## src/design/miniCore_settings.svh

```systemverilog
`ifndef MINICORE_SETTINGS_SVH
`define MINICORE_SETTINGS_SVH

// ========================================
// fabric field widths
// ========================================
`define TILE_ID_W   8   // mesh tile id bits
`define TAG_W       8   // request tag bits

// ========================================
// accelerator sizing
// ========================================
`define MUL_LANES   4   // iterative multiplier lanes
`define QUEUE_DEPTH 8   // entries per dispatch queue

`endif
```

## src/design/miniCorePkg.sv

```systemverilog
`default_nettype none

`include "miniCore_settings.svh"

package miniCorePkg;

   // ========================================
   // fabric transaction
   // ========================================
   typedef enum logic [1:0] {
      OP_MUL = 2'b01,                // multiply request
      OP_RSP = 2'b10                 // product back to requestor
   } tOpcode;

   typedef logic [`TILE_ID_W-1:0] tTileId;

   typedef struct packed {
      tOpcode              opcode;
      tTileId              target;   // destination tile
      tTileId              source;   // originating tile
      logic [`TAG_W-1:0]   tag;      // echoed in the response
      logic [31:0]         data;     // {opA, opB} or product
   } tTileTrans;

   // ========================================
   // lane traffic
   // ========================================
   typedef struct packed {
      logic [15:0]         opA;      // multiplicand
      logic [15:0]         opB;      // multiplier
      tTileId              requestor;
      logic [`TAG_W-1:0]   tag;
   } tMulReq;

   typedef struct packed {
      logic [31:0]         product;
      tTileId              requestor; // becomes response target
      logic [`TAG_W-1:0]   tag;
   } tMulRsp;

endpackage

`default_nettype wire

```

## src/design/mulLane.sv

```systemverilog
`timescale 1ns/10ps
`default_nettype none

module mulLane
   import miniCorePkg::*;
(
   input  logic   Clock,
   input  logic   arstN,
   input  logic   start,
   input  tMulReq req,
   input  logic   rspTaken,
   output logic   idle,
   output logic   rspValid,
   output tMulRsp rsp
);

   typedef enum logic [1:0] {
      LANE_IDLE,
      LANE_RUN,
      LANE_HOLD
   } tLaneState;

   tLaneState   state;
   logic [3:0]  stepCnt;     // 16 shift-add steps
   logic [31:0] mcand;       // shifts left each step
   logic [15:0] mplier;      // shifts right, lsb selects add

   // ========================================
   // control FSM
   // ========================================
   always_ff @(posedge Clock or negedge arstN) begin
      if (!arstN) begin
         state   <= LANE_IDLE;
         stepCnt <= '0;
      end else begin
         case (state)
            LANE_IDLE: if (start) begin
               state   <= LANE_RUN;
               stepCnt <= '0;
            end
            LANE_RUN: begin
               stepCnt <= stepCnt + 1'b1;
               if (stepCnt == 4'd15) state <= LANE_HOLD;   // last step done
            end
            LANE_HOLD: if (rspTaken) state <= LANE_IDLE;
            default:   state <= LANE_IDLE;
         endcase
      end
   end

   // ========================================
   // datapath
   // ========================================
   always_ff @(posedge Clock) begin
      if (state == LANE_IDLE && start) begin
         rsp.product   <= '0;
         rsp.requestor <= req.requestor;    // carried to response
         rsp.tag       <= req.tag;
         mcand         <= {16'b0, req.opA};
         mplier        <= req.opB;
      end else if (state == LANE_RUN) begin
         if (mplier[0]) rsp.product <= rsp.product + mcand;
         mcand  <= mcand << 1;
         mplier <= mplier >> 1;
      end
   end

   assign idle     = (state == LANE_IDLE);
   assign rspValid = (state == LANE_HOLD);  // level until taken

endmodule

`default_nettype wire

```

## config.mk

```make
export PLATFORM = sky130hd
export DESIGN_NAME = mulLane
export DESIGN_NICKNAME = d
export VERILOG_FILES = /design/src/design/miniCorePkg.sv /design/src/design/mulLane.sv
export VERILOG_INCLUDE_DIRS = /design/src /design/src/design
export SDC_FILE = /design/constraint.sdc
export NUM_CORES = 1
export LEC_CHECK = 0
export BUFFER_PORTS_ARGS = -buffer_cell sky130_fd_sc_hd__buf_2
export CORE_ASPECT_RATIO = 0.8
export CORE_MARGIN = 1
export CORE_UTILIZATION = 60
export DETAILED_ROUTE_END_ITERATION = 10
export GPL_TIMING_DRIVEN = 0
export PLACE_DENSITY = 0.85
export SLEW_MARGIN = 25
export SYNTH_ARGS = -nofsm -noshare
export SYNTH_HDL_FRONTEND = slang
export SYNTH_SLANG_ARGS = --single-unit
```

## constraint.sdc

```tcl
create_clock -name Clock -period 4.9 [get_ports Clock]
set_input_delay 0.245 -clock Clock [delete_from_list [all_inputs] [get_ports Clock]]
set_output_delay 0.245 -clock Clock [all_outputs]
set_load 0.005 [all_outputs]
```

==> results.txt <==
Outcome = complete, no violations
CTS sink cnt = 102
Post-layout min period = 2870 ps
Critical path class = register to register
Total power = 4.92 mW
CP required = 5110 ps
Post-Synthesis Cells = 630
Design area = 6510 sq um
GRT Util Overall = 29.8%
Slowest stage cell on the critical path = fa_1
Clock Tree Buf Depth = 2
Seq/Total Area, Yosys = 46.0%
P&R area growth vs syn = 17.3%
Final WS setup = 2030 ps
Number of CTS-inserted buffers = 9
Final WL = 13.5 mm
Final core utilization = 74.8%
Cell chain of the critical path = ha_1, fa_1, a21o_1, a31o_1, nand2b_1, o311ai_2, a31oi_1, a21bo_1, mux2i_1, a31oi_1
Final Hold Vio Count = 0
Die height = 88.0 um
Avg Vias per Cell = 5.84
NetSw = 2.14 mW
# DRC = 0
Clock share of power = 14.9%
Syn Area/Cell = 8.81 sq um
Post-synth ARST share = 5.88%
Core area = 8710 sq um
Gate power share = 53.1%
Rel. slew slack = 53.6%
Pin count of the biggest net entering global routing = 33
Initial Util = 63.7%
Mux cell area share after synthesis = 0.541%
Leading post-synthesis cells by cell area = edfxtp_1 (26%), dfxtp_1 (17%), nand2_1 (13%)
DR vias = 5020
Inst Count DP = 843
Largest family of logic cells by synthesized area = simple AND/OR/NAND/NOR gates
Power per Cell Area = 756 nW/um^2
Post-synthesis cell type count = 59
Share of cells above drive strength 1 = 18.6%
Layout Cells excl Fill = 860
Top cell type's share of synthesized area = 26.0%
Max Freq = 0.349 GHz
Maximum vdd drop = 0.000480 V
Xor/xnor cell area share of the yosys netlist = 3.79%
Leading cell type in the layout, fill and taps excluded = nand2_1
Simple-Gate Fraction of Synth Area = 21.1%
Placer Congestion = 0.904
Clk_skew = 10.6 ps
CP peak stage delay = 430 ps
DP Wirelength = 10.1 mm
Type of the worst min-delay path = primary input to register
Final setup vio count = 0
Detail Route Antenna Nets = 0
Placement Setup Slack = 2090 ps
Number of synthesized register bits = 102
Leakage = 2.97 nW
Synth Flop Type = edfxtp_1
Most used cell, CP = a31oi_1
Number of cell rows = 30
Compound-Gate Fraction of Synth Area = 17.8%
Period utilization = 58.5%
Mapped Area = 5550 sq um
IO buf count = 101
Post-synth EDFFs = 48
Commonest cells after routing, fill and taps aside = nand2_1 (189), buf_2 (108), a21oi_1 (64)
Max cap viols = 0
CP top delay family = compound AO/OA/AOI/OAI gates
I/O pin count = 102
Die ar. = 9640 sq um
Synthesis Warnings = 0
Post_cts resized = 0
Initial antenna violation count = 0
Reg power frac = 32.0%
Worst EP arrival = 3080 ps
Clock latency on the worst-skew pair = 350 ps
Actual slew at the worst max-slew pin = 695 ps
Setup crit end kind = register
Post-Syn Nets = 715
DR pass1 iterations = 6
Crit start category = register
Die Wd = 110 um
Clock H-tree levels = 3
Adder-Cell Fraction of Synth Area = 7.57%
Hold buffer count at cts = 1
Vias in the first global route = 4775
Total negative slack = 0 ps
Final hold slack = 65.3 ps
Area leader, netlist = edfxtp_1
TritonCTS clock tree = done
CTS Root Buffer Type = clkbuf_16
Nets@finish = 828
Starting DRT DRC Count = 350
Clk slew on worst S/H paths = 70 ps
Routed WL per cell = 15.7 um
CP Max Fanout = 3
Unrepaired setup endpoints after global routing = no
Pins Over Slew Limit = 0
Net Sw Frac = 43.6%
Post-CTS Setup Bufs = 0
Placed Instance Area = 6200 sq um
CP bufs+invs = 0
Internal power = 2.77 mW
First-pass GRT wire length = 22.0 mm
Grt total ovfl = 0
Antenna cell count = 0
-- power groups by stage --
stage | combinational (mW) | sequential, mW | clock [mW]
2_1_floorplan | 1.93 | 1.53 | 0
3_3_place_gp | 2.46 | 1.57 | 0
3_5_place_dp | 2.55 | 1.58 | 0
4_1_cts | 2.58 | 1.57 | 0.742
5_1_grt | 2.92 | 1.62 | 0.769
6_report | 2.61 | 1.57 | 0.731
-- cell type report --
type / count / area (sq um)
fillers: 645 / 2200
repair buffers: 102 / 515
inverters: 10 / 37.5
plain buffers: 33 / 141
clock buffers: 10 / 229
multi-input cells: 485 / 2820
well taps: 112 / 140
clock inverters: 6 / 73.8
flip-flops and latches: 102 / 2550
-- worst register-to-register path, stage by stage (launching register included) --
cell and delay (ps):
edfxtp_1 400, ha_1 240, fa_1 430, a21o_1 230, a31o_1 250, nand2b_1 160
o311ai_2 170, a31oi_1 290, a21bo_1 220, mux2i_1 210, a31oi_1 120
-- routing by layer --
layer	routed length, um	track usage (%)	vias to the layer above	share of wire [%]
met1	6060	39.7	2335	45
li1	-	-	2444	-
met4	145	9.09	0	1.1
met5	0	0	-	0
met3	1040	6.77	18	7.7
met2	6230	48.6	223	46
-- cell families (layout without fill, tap and decap cells) --
family,Yosys count,in the layout
AOI/OAI and AO/OA,156,156
DFF,102,102
xor gates and xnor gates,24,24
buffers and inverters,43,161
muxes,3,3
adders and majority gates,33,33
and+or+nand+nor,269,269
-- path summary, 6_finish.rpt --
| path | start | endpoint | slack (ps) | cells after the start |
|---|---|---|---|---|
| min in group asynchronous | arstN | state[0] | 260 | 2 |
| max in group asynchronous | arstN | stepCnt[3] | 4490 | 2 |
| setup / recovery | mcand[0] | rsp[44] | 2030 | 10 |
| hold / removal | req[0] | rsp[0] | 70 | 1 |
| setup reg to reg | mcand[0] | rsp[44] | 2030 | 10 |
| hold reg to reg | rsp[39] | rsp[39] | 470 | 2 |
-- registers in the layout, summed over array words and instances, names as in the netlist --
name	flops
mcand	32
mplier	16
rsp	48
stepCnt	4
state	2
-- Yosys cell counts (2+ instances only) --
cell type and number:
a211oi_2 2, o21ai_0 17, o21bai_1 2, o31ai_1 4, a31oi_1 7, clkbuf_1 24, dfrtp_1 6, ha_1 32
o311ai_2 2, a21oi_1 64, o21ai_2 2, nor3b_1 3, nand2b_1 4, xnor2_1 17, nor2_1 22, a22o_1 3
dfxtp_1 48, inv_1 9, o21a_1 3, edfxtp_1 48, a22oi_1 2, buf_2 7, mux2i_1 3, xor2_1 7
nor2b_1 6, and2_1 2, and3_1 10, o211ai_1 4, a21o_1 12, nand4_1 5, nor3_1 9, nand3_1 11
nand2_1 189, o21ai_1 14, a211o_1 3, a211oi_1 4
Note: power is estimated with default switching activity, not from simulation.
