<file path="config.mk">
export PLATFORM = sky130hd
export DESIGN_NAME = accelDispatch
export DESIGN_NICKNAME = d
export VERILOG_FILES = /design/src/design/miniCorePkg.sv /design/src/design/accelDispatch.sv /design/src/design/transFifo.sv
export VERILOG_INCLUDE_DIRS = /design/src /design/src/design
export SDC_FILE = /design/constraint.sdc
export NUM_CORES = 1
export LEC_CHECK = 0
export BUFFER_PORTS_ARGS = -buffer_cell sky130_fd_sc_hd__buf_4
export CORE_UTILIZATION = 45
export CTS_CLUSTER_DIAMETER = 200
export DETAILED_ROUTE_END_ITERATION = 10
export SYNTH_ARGS = -nofsm -noshare
export SYNTH_HDL_FRONTEND = slang
export SYNTH_SLANG_ARGS = --single-unit
</file>
<file path="constraint.sdc">
create_clock -name Clock -period 7.2 [get_ports Clock]
set_input_delay 0.36 -clock Clock [delete_from_list [all_inputs] [get_ports Clock]]
set_output_delay 0.36 -clock Clock [all_outputs]
set_load 0.01 [all_outputs]
</file>
<file path="src/design/miniCore_settings.svh">
`ifndef MINICORE_SETTINGS_SVH
`define MINICORE_SETTINGS_SVH

// ========================================
// fabric field widths
// ========================================
`define TILE_ID_W   8   // mesh tile id bits
`define TAG_W       8   // request tag bits

// ========================================
// accelerator sizing
// ========================================
`define MUL_LANES   4   // iterative multiplier lanes
`define QUEUE_DEPTH 8   // entries per dispatch queue

`endif
</file>
<file path="src/design/miniCorePkg.sv">
`default_nettype none

`include "miniCore_settings.svh"

package miniCorePkg;

   // ========================================
   // fabric transaction
   // ========================================
   typedef enum logic [1:0] {
      OP_MUL = 2'b01,                // multiply request
      OP_RSP = 2'b10                 // product back to requestor
   } tOpcode;

   typedef logic [`TILE_ID_W-1:0] tTileId;

   typedef struct packed {
      tOpcode              opcode;
      tTileId              target;   // destination tile
      tTileId              source;   // originating tile
      logic [`TAG_W-1:0]   tag;      // echoed in the response
      logic [31:0]         data;     // {opA, opB} or product
   } tTileTrans;

   // ========================================
   // lane traffic
   // ========================================
   typedef struct packed {
      logic [15:0]         opA;      // multiplicand
      logic [15:0]         opB;      // multiplier
      tTileId              requestor;
      logic [`TAG_W-1:0]   tag;
   } tMulReq;

   typedef struct packed {
      logic [31:0]         product;
      tTileId              requestor; // becomes response target
      logic [`TAG_W-1:0]   tag;
   } tMulRsp;

endpackage

`default_nettype wire

</file>
<file path="src/design/accelDispatch.sv">
`timescale 1ns/10ps
`default_nettype none

`include "miniCore_settings.svh"

module accelDispatch
   import miniCorePkg::*;
(
   input  logic                  Clock,
   input  logic                  arstN,
   input  tTileId                localTileId,
   input  logic                  inValid,
   input  tTileTrans             inTrans,
   input  logic [`MUL_LANES-1:0] laneIdle,
   input  logic                  fwdTaken,
   output logic [`MUL_LANES-1:0] laneStart,
   output tMulReq                laneReq,
   output logic                  fwdValid,
   output tTileTrans             fwd
);

   logic                  inValidQ;
   tTileTrans             inTransQ;
   logic                  isLocal;
   logic                  mulPush;
   logic                  fwdPush;
   tMulReq                mulReqIn;
   tMulReq                mulHead;
   logic                  mulNotEmpty;
   logic                  mulPop;
   logic [`MUL_LANES-1:0] availMask;
   logic [`MUL_LANES-1:0] pickOneHot;

   // ========================================
   // input stage and decode
   // ========================================
   always_ff @(posedge Clock or negedge arstN) begin
      if (!arstN) inValidQ <= 1'b0;
      else        inValidQ <= inValid;
   end

   always_ff @(posedge Clock) begin
      inTransQ <= inTrans;                           // payload only
   end

   assign isLocal = (inTransQ.target == localTileId);
   assign mulPush = inValidQ && isLocal && (inTransQ.opcode == OP_MUL);
   assign fwdPush = inValidQ && !isLocal;            // other opcodes to us dropped

   assign mulReqIn.opA       = inTransQ.data[31:16];
   assign mulReqIn.opB       = inTransQ.data[15:0];
   assign mulReqIn.requestor = inTransQ.source;
   assign mulReqIn.tag       = inTransQ.tag;

   transFifo #(.tPayload(tMulReq)) uMulQueue (
      .Clock    (Clock),
      .arstN    (arstN),
      .push     (mulPush),
      .pushData (mulReqIn),
      .pop      (mulPop),
      .popData  (mulHead),
      .notEmpty (mulNotEmpty),
      .full     ()                                   // depth covers legal traffic
   );

   transFifo #(.tPayload(tTileTrans)) uFwdQueue (
      .Clock    (Clock),
      .arstN    (arstN),
      .push     (fwdPush),
      .pushData (inTransQ),
      .pop      (fwdTaken),                          // merger drains it
      .popData  (fwd),
      .notEmpty (fwdValid),
      .full     ()
   );

   // ========================================
   // lane issue
   // ========================================
   assign availMask = laneIdle & ~laneStart;         // lane issued last cycle still looks idle

   always_comb begin
      pickOneHot = '0;
      for (int i = `MUL_LANES - 1; i >= 0; i--) begin
         if (availMask[i]) begin
            pickOneHot    = '0;
            pickOneHot[i] = 1'b1;                    // lowest index wins
         end
      end
   end

   assign mulPop = mulNotEmpty && (|availMask);

   always_ff @(posedge Clock or negedge arstN) begin
      if (!arstN) laneStart <= '0;
      else        laneStart <= mulPop ? pickOneHot : '0;
   end

   always_ff @(posedge Clock) begin
      if (mulPop) laneReq <= mulHead;                // shared bus, start picks the lane
   end

endmodule

`default_nettype wire

</file>
<file path="src/design/transFifo.sv">
`timescale 1ns/10ps
`default_nettype none

`include "miniCore_settings.svh"

module transFifo #(
   parameter type tPayload = logic [31:0]
) (
   input  logic    Clock,
   input  logic    arstN,
   input  logic    push,
   input  tPayload pushData,
   input  logic    pop,
   output tPayload popData,
   output logic    notEmpty,
   output logic    full
);

   tPayload                            mem [`QUEUE_DEPTH];  // circular storage
   logic [$clog2(`QUEUE_DEPTH)-1:0]    wrPtr;
   logic [$clog2(`QUEUE_DEPTH)-1:0]    rdPtr;
   logic [$clog2(`QUEUE_DEPTH+1)-1:0]  count;               // entries held
   logic                               doPop;

   // wrap at depth, not only at a power of two
   function automatic logic [$clog2(`QUEUE_DEPTH)-1:0] nextPtr(
      input logic [$clog2(`QUEUE_DEPTH)-1:0] ptr
   );
      return (32'(ptr) == `QUEUE_DEPTH - 1) ? '0 : ptr + 1'b1;
   endfunction

   assign doPop = pop && notEmpty;                 // ignore pop when empty

   always_ff @(posedge Clock or negedge arstN) begin
      if (!arstN) begin
         wrPtr <= '0;
         rdPtr <= '0;
         count <= '0;
      end else begin
         if (push)  wrPtr <= nextPtr(wrPtr);
         if (doPop) rdPtr <= nextPtr(rdPtr);
         case ({push, doPop})
            2'b10:   count <= count + 1'b1;       // push only
            2'b01:   count <= count - 1'b1;       // pop only
            default: count <= count;              // both or neither
         endcase
      end
   end

   always_ff @(posedge Clock) begin
      if (push) mem[wrPtr] <= pushData;
   end

   assign popData  = mem[rdPtr];                   // head shown combinationally
   assign notEmpty = (count != '0);
   assign full     = (32'(count) == `QUEUE_DEPTH);

endmodule

`default_nettype wire

</file>
==> flow_metrics.env <==
export IMPL_tightest_slew_ns=1.233
export IMPL_postSynthCellCount=1474
export IMPL_clk_pin_slew_ns=0.06
export IMPL_busiest_layer="met2"
export IMPL_antenna_found_initial=0
export IMPL_dp_worst_setup_slack_ns=3.573
export IMPL_num_antenna_cells=0
export IMPL_arrival_ns=3.21
export IMPL_grt_max_degree=103
export IMPL_critPathMaxFanout=102
export IMPL_path_cells="buf_12 > mux4_2 > mux2_2 > buf_4"
export IMPL_wire_per_inst_um=23.79
export IMPL_end_kind="primary output"
export IMPL_drt_first_pass_iters=5
export IMPL_post_cts_repair_setup_buffers=0
export IMPL_met1_usage_pct=24.64
export IMPL_htree_levels=3
export IMPL_cts_buffers_inserted=101
export IMPL_crit_path_start="uFwdQueue.rdPtr[0]"
export IMPL_critPathSlowestCell="dfrtp_4"
export IMPL_pin_count=185
export IMPL_critPathBufInv=2
export IMPL_overflow=0
export IMPL_fin_ws_ns=3.630
export IMPL_grtUsageMet2_pct=28.72
export IMPL_hold_class="input port to flip-flop"
export IMPL_p_per_area_mw_per_mm2=392.2
export IMPL_crit_type="flip-flop to primary output"
export IMPL_status="complete, no violations"
export IMPL_syn_nets=1564
export IMPL_nNetsFinal=1872
export IMPL_gr_usage_met3_pct=2.833
export IMPL_row_count=103
export IMPL_finalSetupViolCount=0
export IMPL_r2r_start="inTransQ[49]"
export IMPL_grt_pass1_vias=16770
export IMPL_dr_total_vias=15600
export IMPL_area_growth_synth_to_final_pct=18.17
export IMPL_numClockSinks=979
export IMPL_routed_via_density=5.348
export IMPL_tritoncts="yes"
export IMPL_power_leakage_nw=13.95
export IMPL_stdcell_count=2916
export IMPL_start_util_pct=45.43
export IMPL_fillerInstances=6019
export IMPL_cp_top_family="multiplexers"
export IMPL_rsz0062_at_grt="no"
export IMPL_grt_pass1_wl_um=105500
export IMPL_core_area_mm2=0.07900
export IMPL_ys_seq_area_share_pct=79.94
export IMPL_drt_iter0_markers=1147
export IMPL_portBuffers=184
export IMPL_cts_root_buf="clkbuf_16"
export IMPL_cts_resized_gates=0
export IMPL_hold_start="laneIdle[2]"
export IMPL_skew_ns=0.03018
export IMPL_syn_area_mm2=0.03589
export IMPL_drv_cap=0
export IMPL_dp_cells=2668
export IMPL_slew_headroom_pct=17.13
export IMPL_postRouteAntennaNets=0
export IMPL_layout_min_cycle_time_ns=3.570
export IMPL_max_stage_delay_ns=0.67
export IMPL_die_area_mm2=0.08089
export IMPL_routed_wl_um=69370
export IMPL_ys_warn_count=0
export IMPL_clock_path_buffers=3
export IMPL_gp_congestion=0.7330
export IMPL_grtUsageTotal_pct=17.57
export IMPL_vdd_drop_max_v=0.0003061
export IMPL_hpwl_um=37320
export IMPL_syn_avg_cell_area_um2=24.35
export IMPL_ys_ff_latch=979
export IMPL_max_freq_ghz=0.2801
export IMPL_crit_required_ns=6.84
export IMPL_die_h_um=284.4
export IMPL_slew_viol_final=0
export IMPL_hold_viol=0
export IMPL_die_w_um=284.4
export IMPL_drc_errors=0
export IMPL_synth_distinct_cells=38
export IMPL_start_kind="flip-flop"
export IMPL_fin_crit_sh_pct=49.58
export IMPL_total_power_mw=16.64
export IMPL_drive_gt1_share_pct=37.46
export IMPL_clk_latency_ns=0.66
==> power breakdown <==
part	switching, mW	internal (mW)
Sequential	0.596	6.93
Clock	2.12	2.96
Combinational	1.80	2.23
Total	4.51	12.1
==> per-stage QoR <==
stage / hold slack (ns) / TNS, ns / area, µm² / utilization, %
after floorplan: 0.06441 / -43.18 / 35890 / -
after global placement: 0.2955 / 0 / 38560 / 48.81
after detailed placement: 0.2978 / 0 / 38560 / 48.81
after CTS: 0.01218 / 0 / 42410 / 53.69
after global routing: 0.06576 / 0 / 42410 / 53.69
final: 0.04128 / 0 / 42410 / 53.69
==> routing by layer <==
metal | share of wire (%) | vias to the layer above | wire, µm
li1 | - | 6841 | -
met1 | 44 | 8316 | 30520
met2 | 50 | 348 | 34720
met3 | 4.3 | 91 | 2976
met4 | 1.7 | 0 | 1163
met5 | 0 | - | 0
==> cells in the final DEF, fill, tap and decap left out, types with 7 or more instances in the layout <==
cell and instances:
inv_1 10, nor2_1 11, ha_1 14, buf_4 207, edfxtp_1 896, nand2_1 7
mux4_2 212, bufinv_16 9, clkinv_1 26, dfxtp_1 58, clkinv_2 16, dlygate4sd3_1 61
mux2_2 115, clkbuf_16 102, dfrtp_1 19, clkbuf_1 21, xnor2_1 12
==> synth_stat cells, drive strengths merged <==
cell type | instances | area share [%]
o21ai | 4 | 0.056
dfrtp | 25 | 1.7
xnor2 | 12 | 0.29
nand4 | 2 | 0.035
or4 | 1 | 0.021
and3 | 1 | 0.017
and3b | 1 | 0.024
edfxtp | 896 | 75
a21o | 3 | 0.063
nor3b | 1 | 0.021
nor4 | 6 | 0.12
clkbuf | 27 | 0.29
mux4 | 212 | 13
nor3 | 4 | 0.056
nand2b | 5 | 0.087
mux2 | 116 | 3.6
dfxtp | 58 | 3.2
a41oi | 1 | 0.024
nor2 | 11 | 0.12
and4bb | 2 | 0.070
inv | 10 | 0.10
nor4b | 2 | 0.049
nand2 | 7 | 0.073
buf | 37 | 0.67
nor2b | 2 | 0.035
and4 | 1 | 0.024
ha | 14 | 0.49
xor2 | 2 | 0.049
a21oi | 2 | 0.028
mux2i | 4 | 0.11
fa | 2 | 0.11
and4b | 3 | 0.084
==> worst reg2reg max path, delay by kind of cell (launching register included) <==
family | cells | cell delay (ns)
compound gates | 2 | 0.35
fa+ha+maj | 2 | 0.60
xor+xnor | 2 | 0.30
mux | 1 | 0.25
flops | 1 | 0.50
buf+inv | 1 | 0.19
simple gates | 2 | 1.32
==> sequential cells by signal, indices dropped and copies added (netlist names) <==
name             flops
inValidQ             1
uFwdQueue.wrPtr      3
laneReq             48
uMulQueue.count      4
uFwdQueue.rdPtr      3
uMulQueue.rdPtr      3
inTransQ            58
uFwdQueue.mem      464
uFwdQueue.count      4
laneStart            4
uMulQueue.mem      384
uMulQueue.wrPtr      3
==> worst paths after layout <==
kind / cells past startpoint / endpoint / slack [ns]
max: 4 / fwd[25] / 3.63
min: 3 / laneStart[2] / 0.04
max reg2reg: 10 / uMulQueue.count[3] / 3.65
min reg2reg: 1 / uFwdQueue.count[3] / 0.47
max in group asynchronous: 2 / uMulQueue.rdPtr[2] / 6.71
min in group asynchronous: 2 / laneStart[3] / 0.16
==> kinds of logic after synthesis <==
family / synth area share [%]
buffers and inverters: 1.060
DFF: 79.94
adders and majority gates: 0.5996
and+or+nand+nor: 0.8332
AOI/OAI and AO/OA: 0.1708
muxes: 17.05
xor gates and xnor gates: 0.3416
==> area by class of cell <==
| type | count | area (µm²) | share of cell area, % |
|---|---|---|---|
| inverter | 10 | 37.54 | 0.08850 |
| sequential | 979 | 28720 | 67.71 |
| timing repair buffer | 269 | 2185 | 5.151 |
| multi-input combinational | 421 | 6915 | 16.31 |
| clock inverter | 61 | 573.1 | 1.351 |
| clock buffer | 126 | 2673 | 6.301 |
| tap | 1050 | 1314 | 3.098 |
==> repair_timing <==
| item | in CTS | in global routing |
|---|---|---|
| hold buffers | 61 | 0 |
| setup endpoints to repair | 0 | 0 |
| hold endpoints to repair | 85 | 0 |
Note: power is estimated with default switching activity, not from simulation.
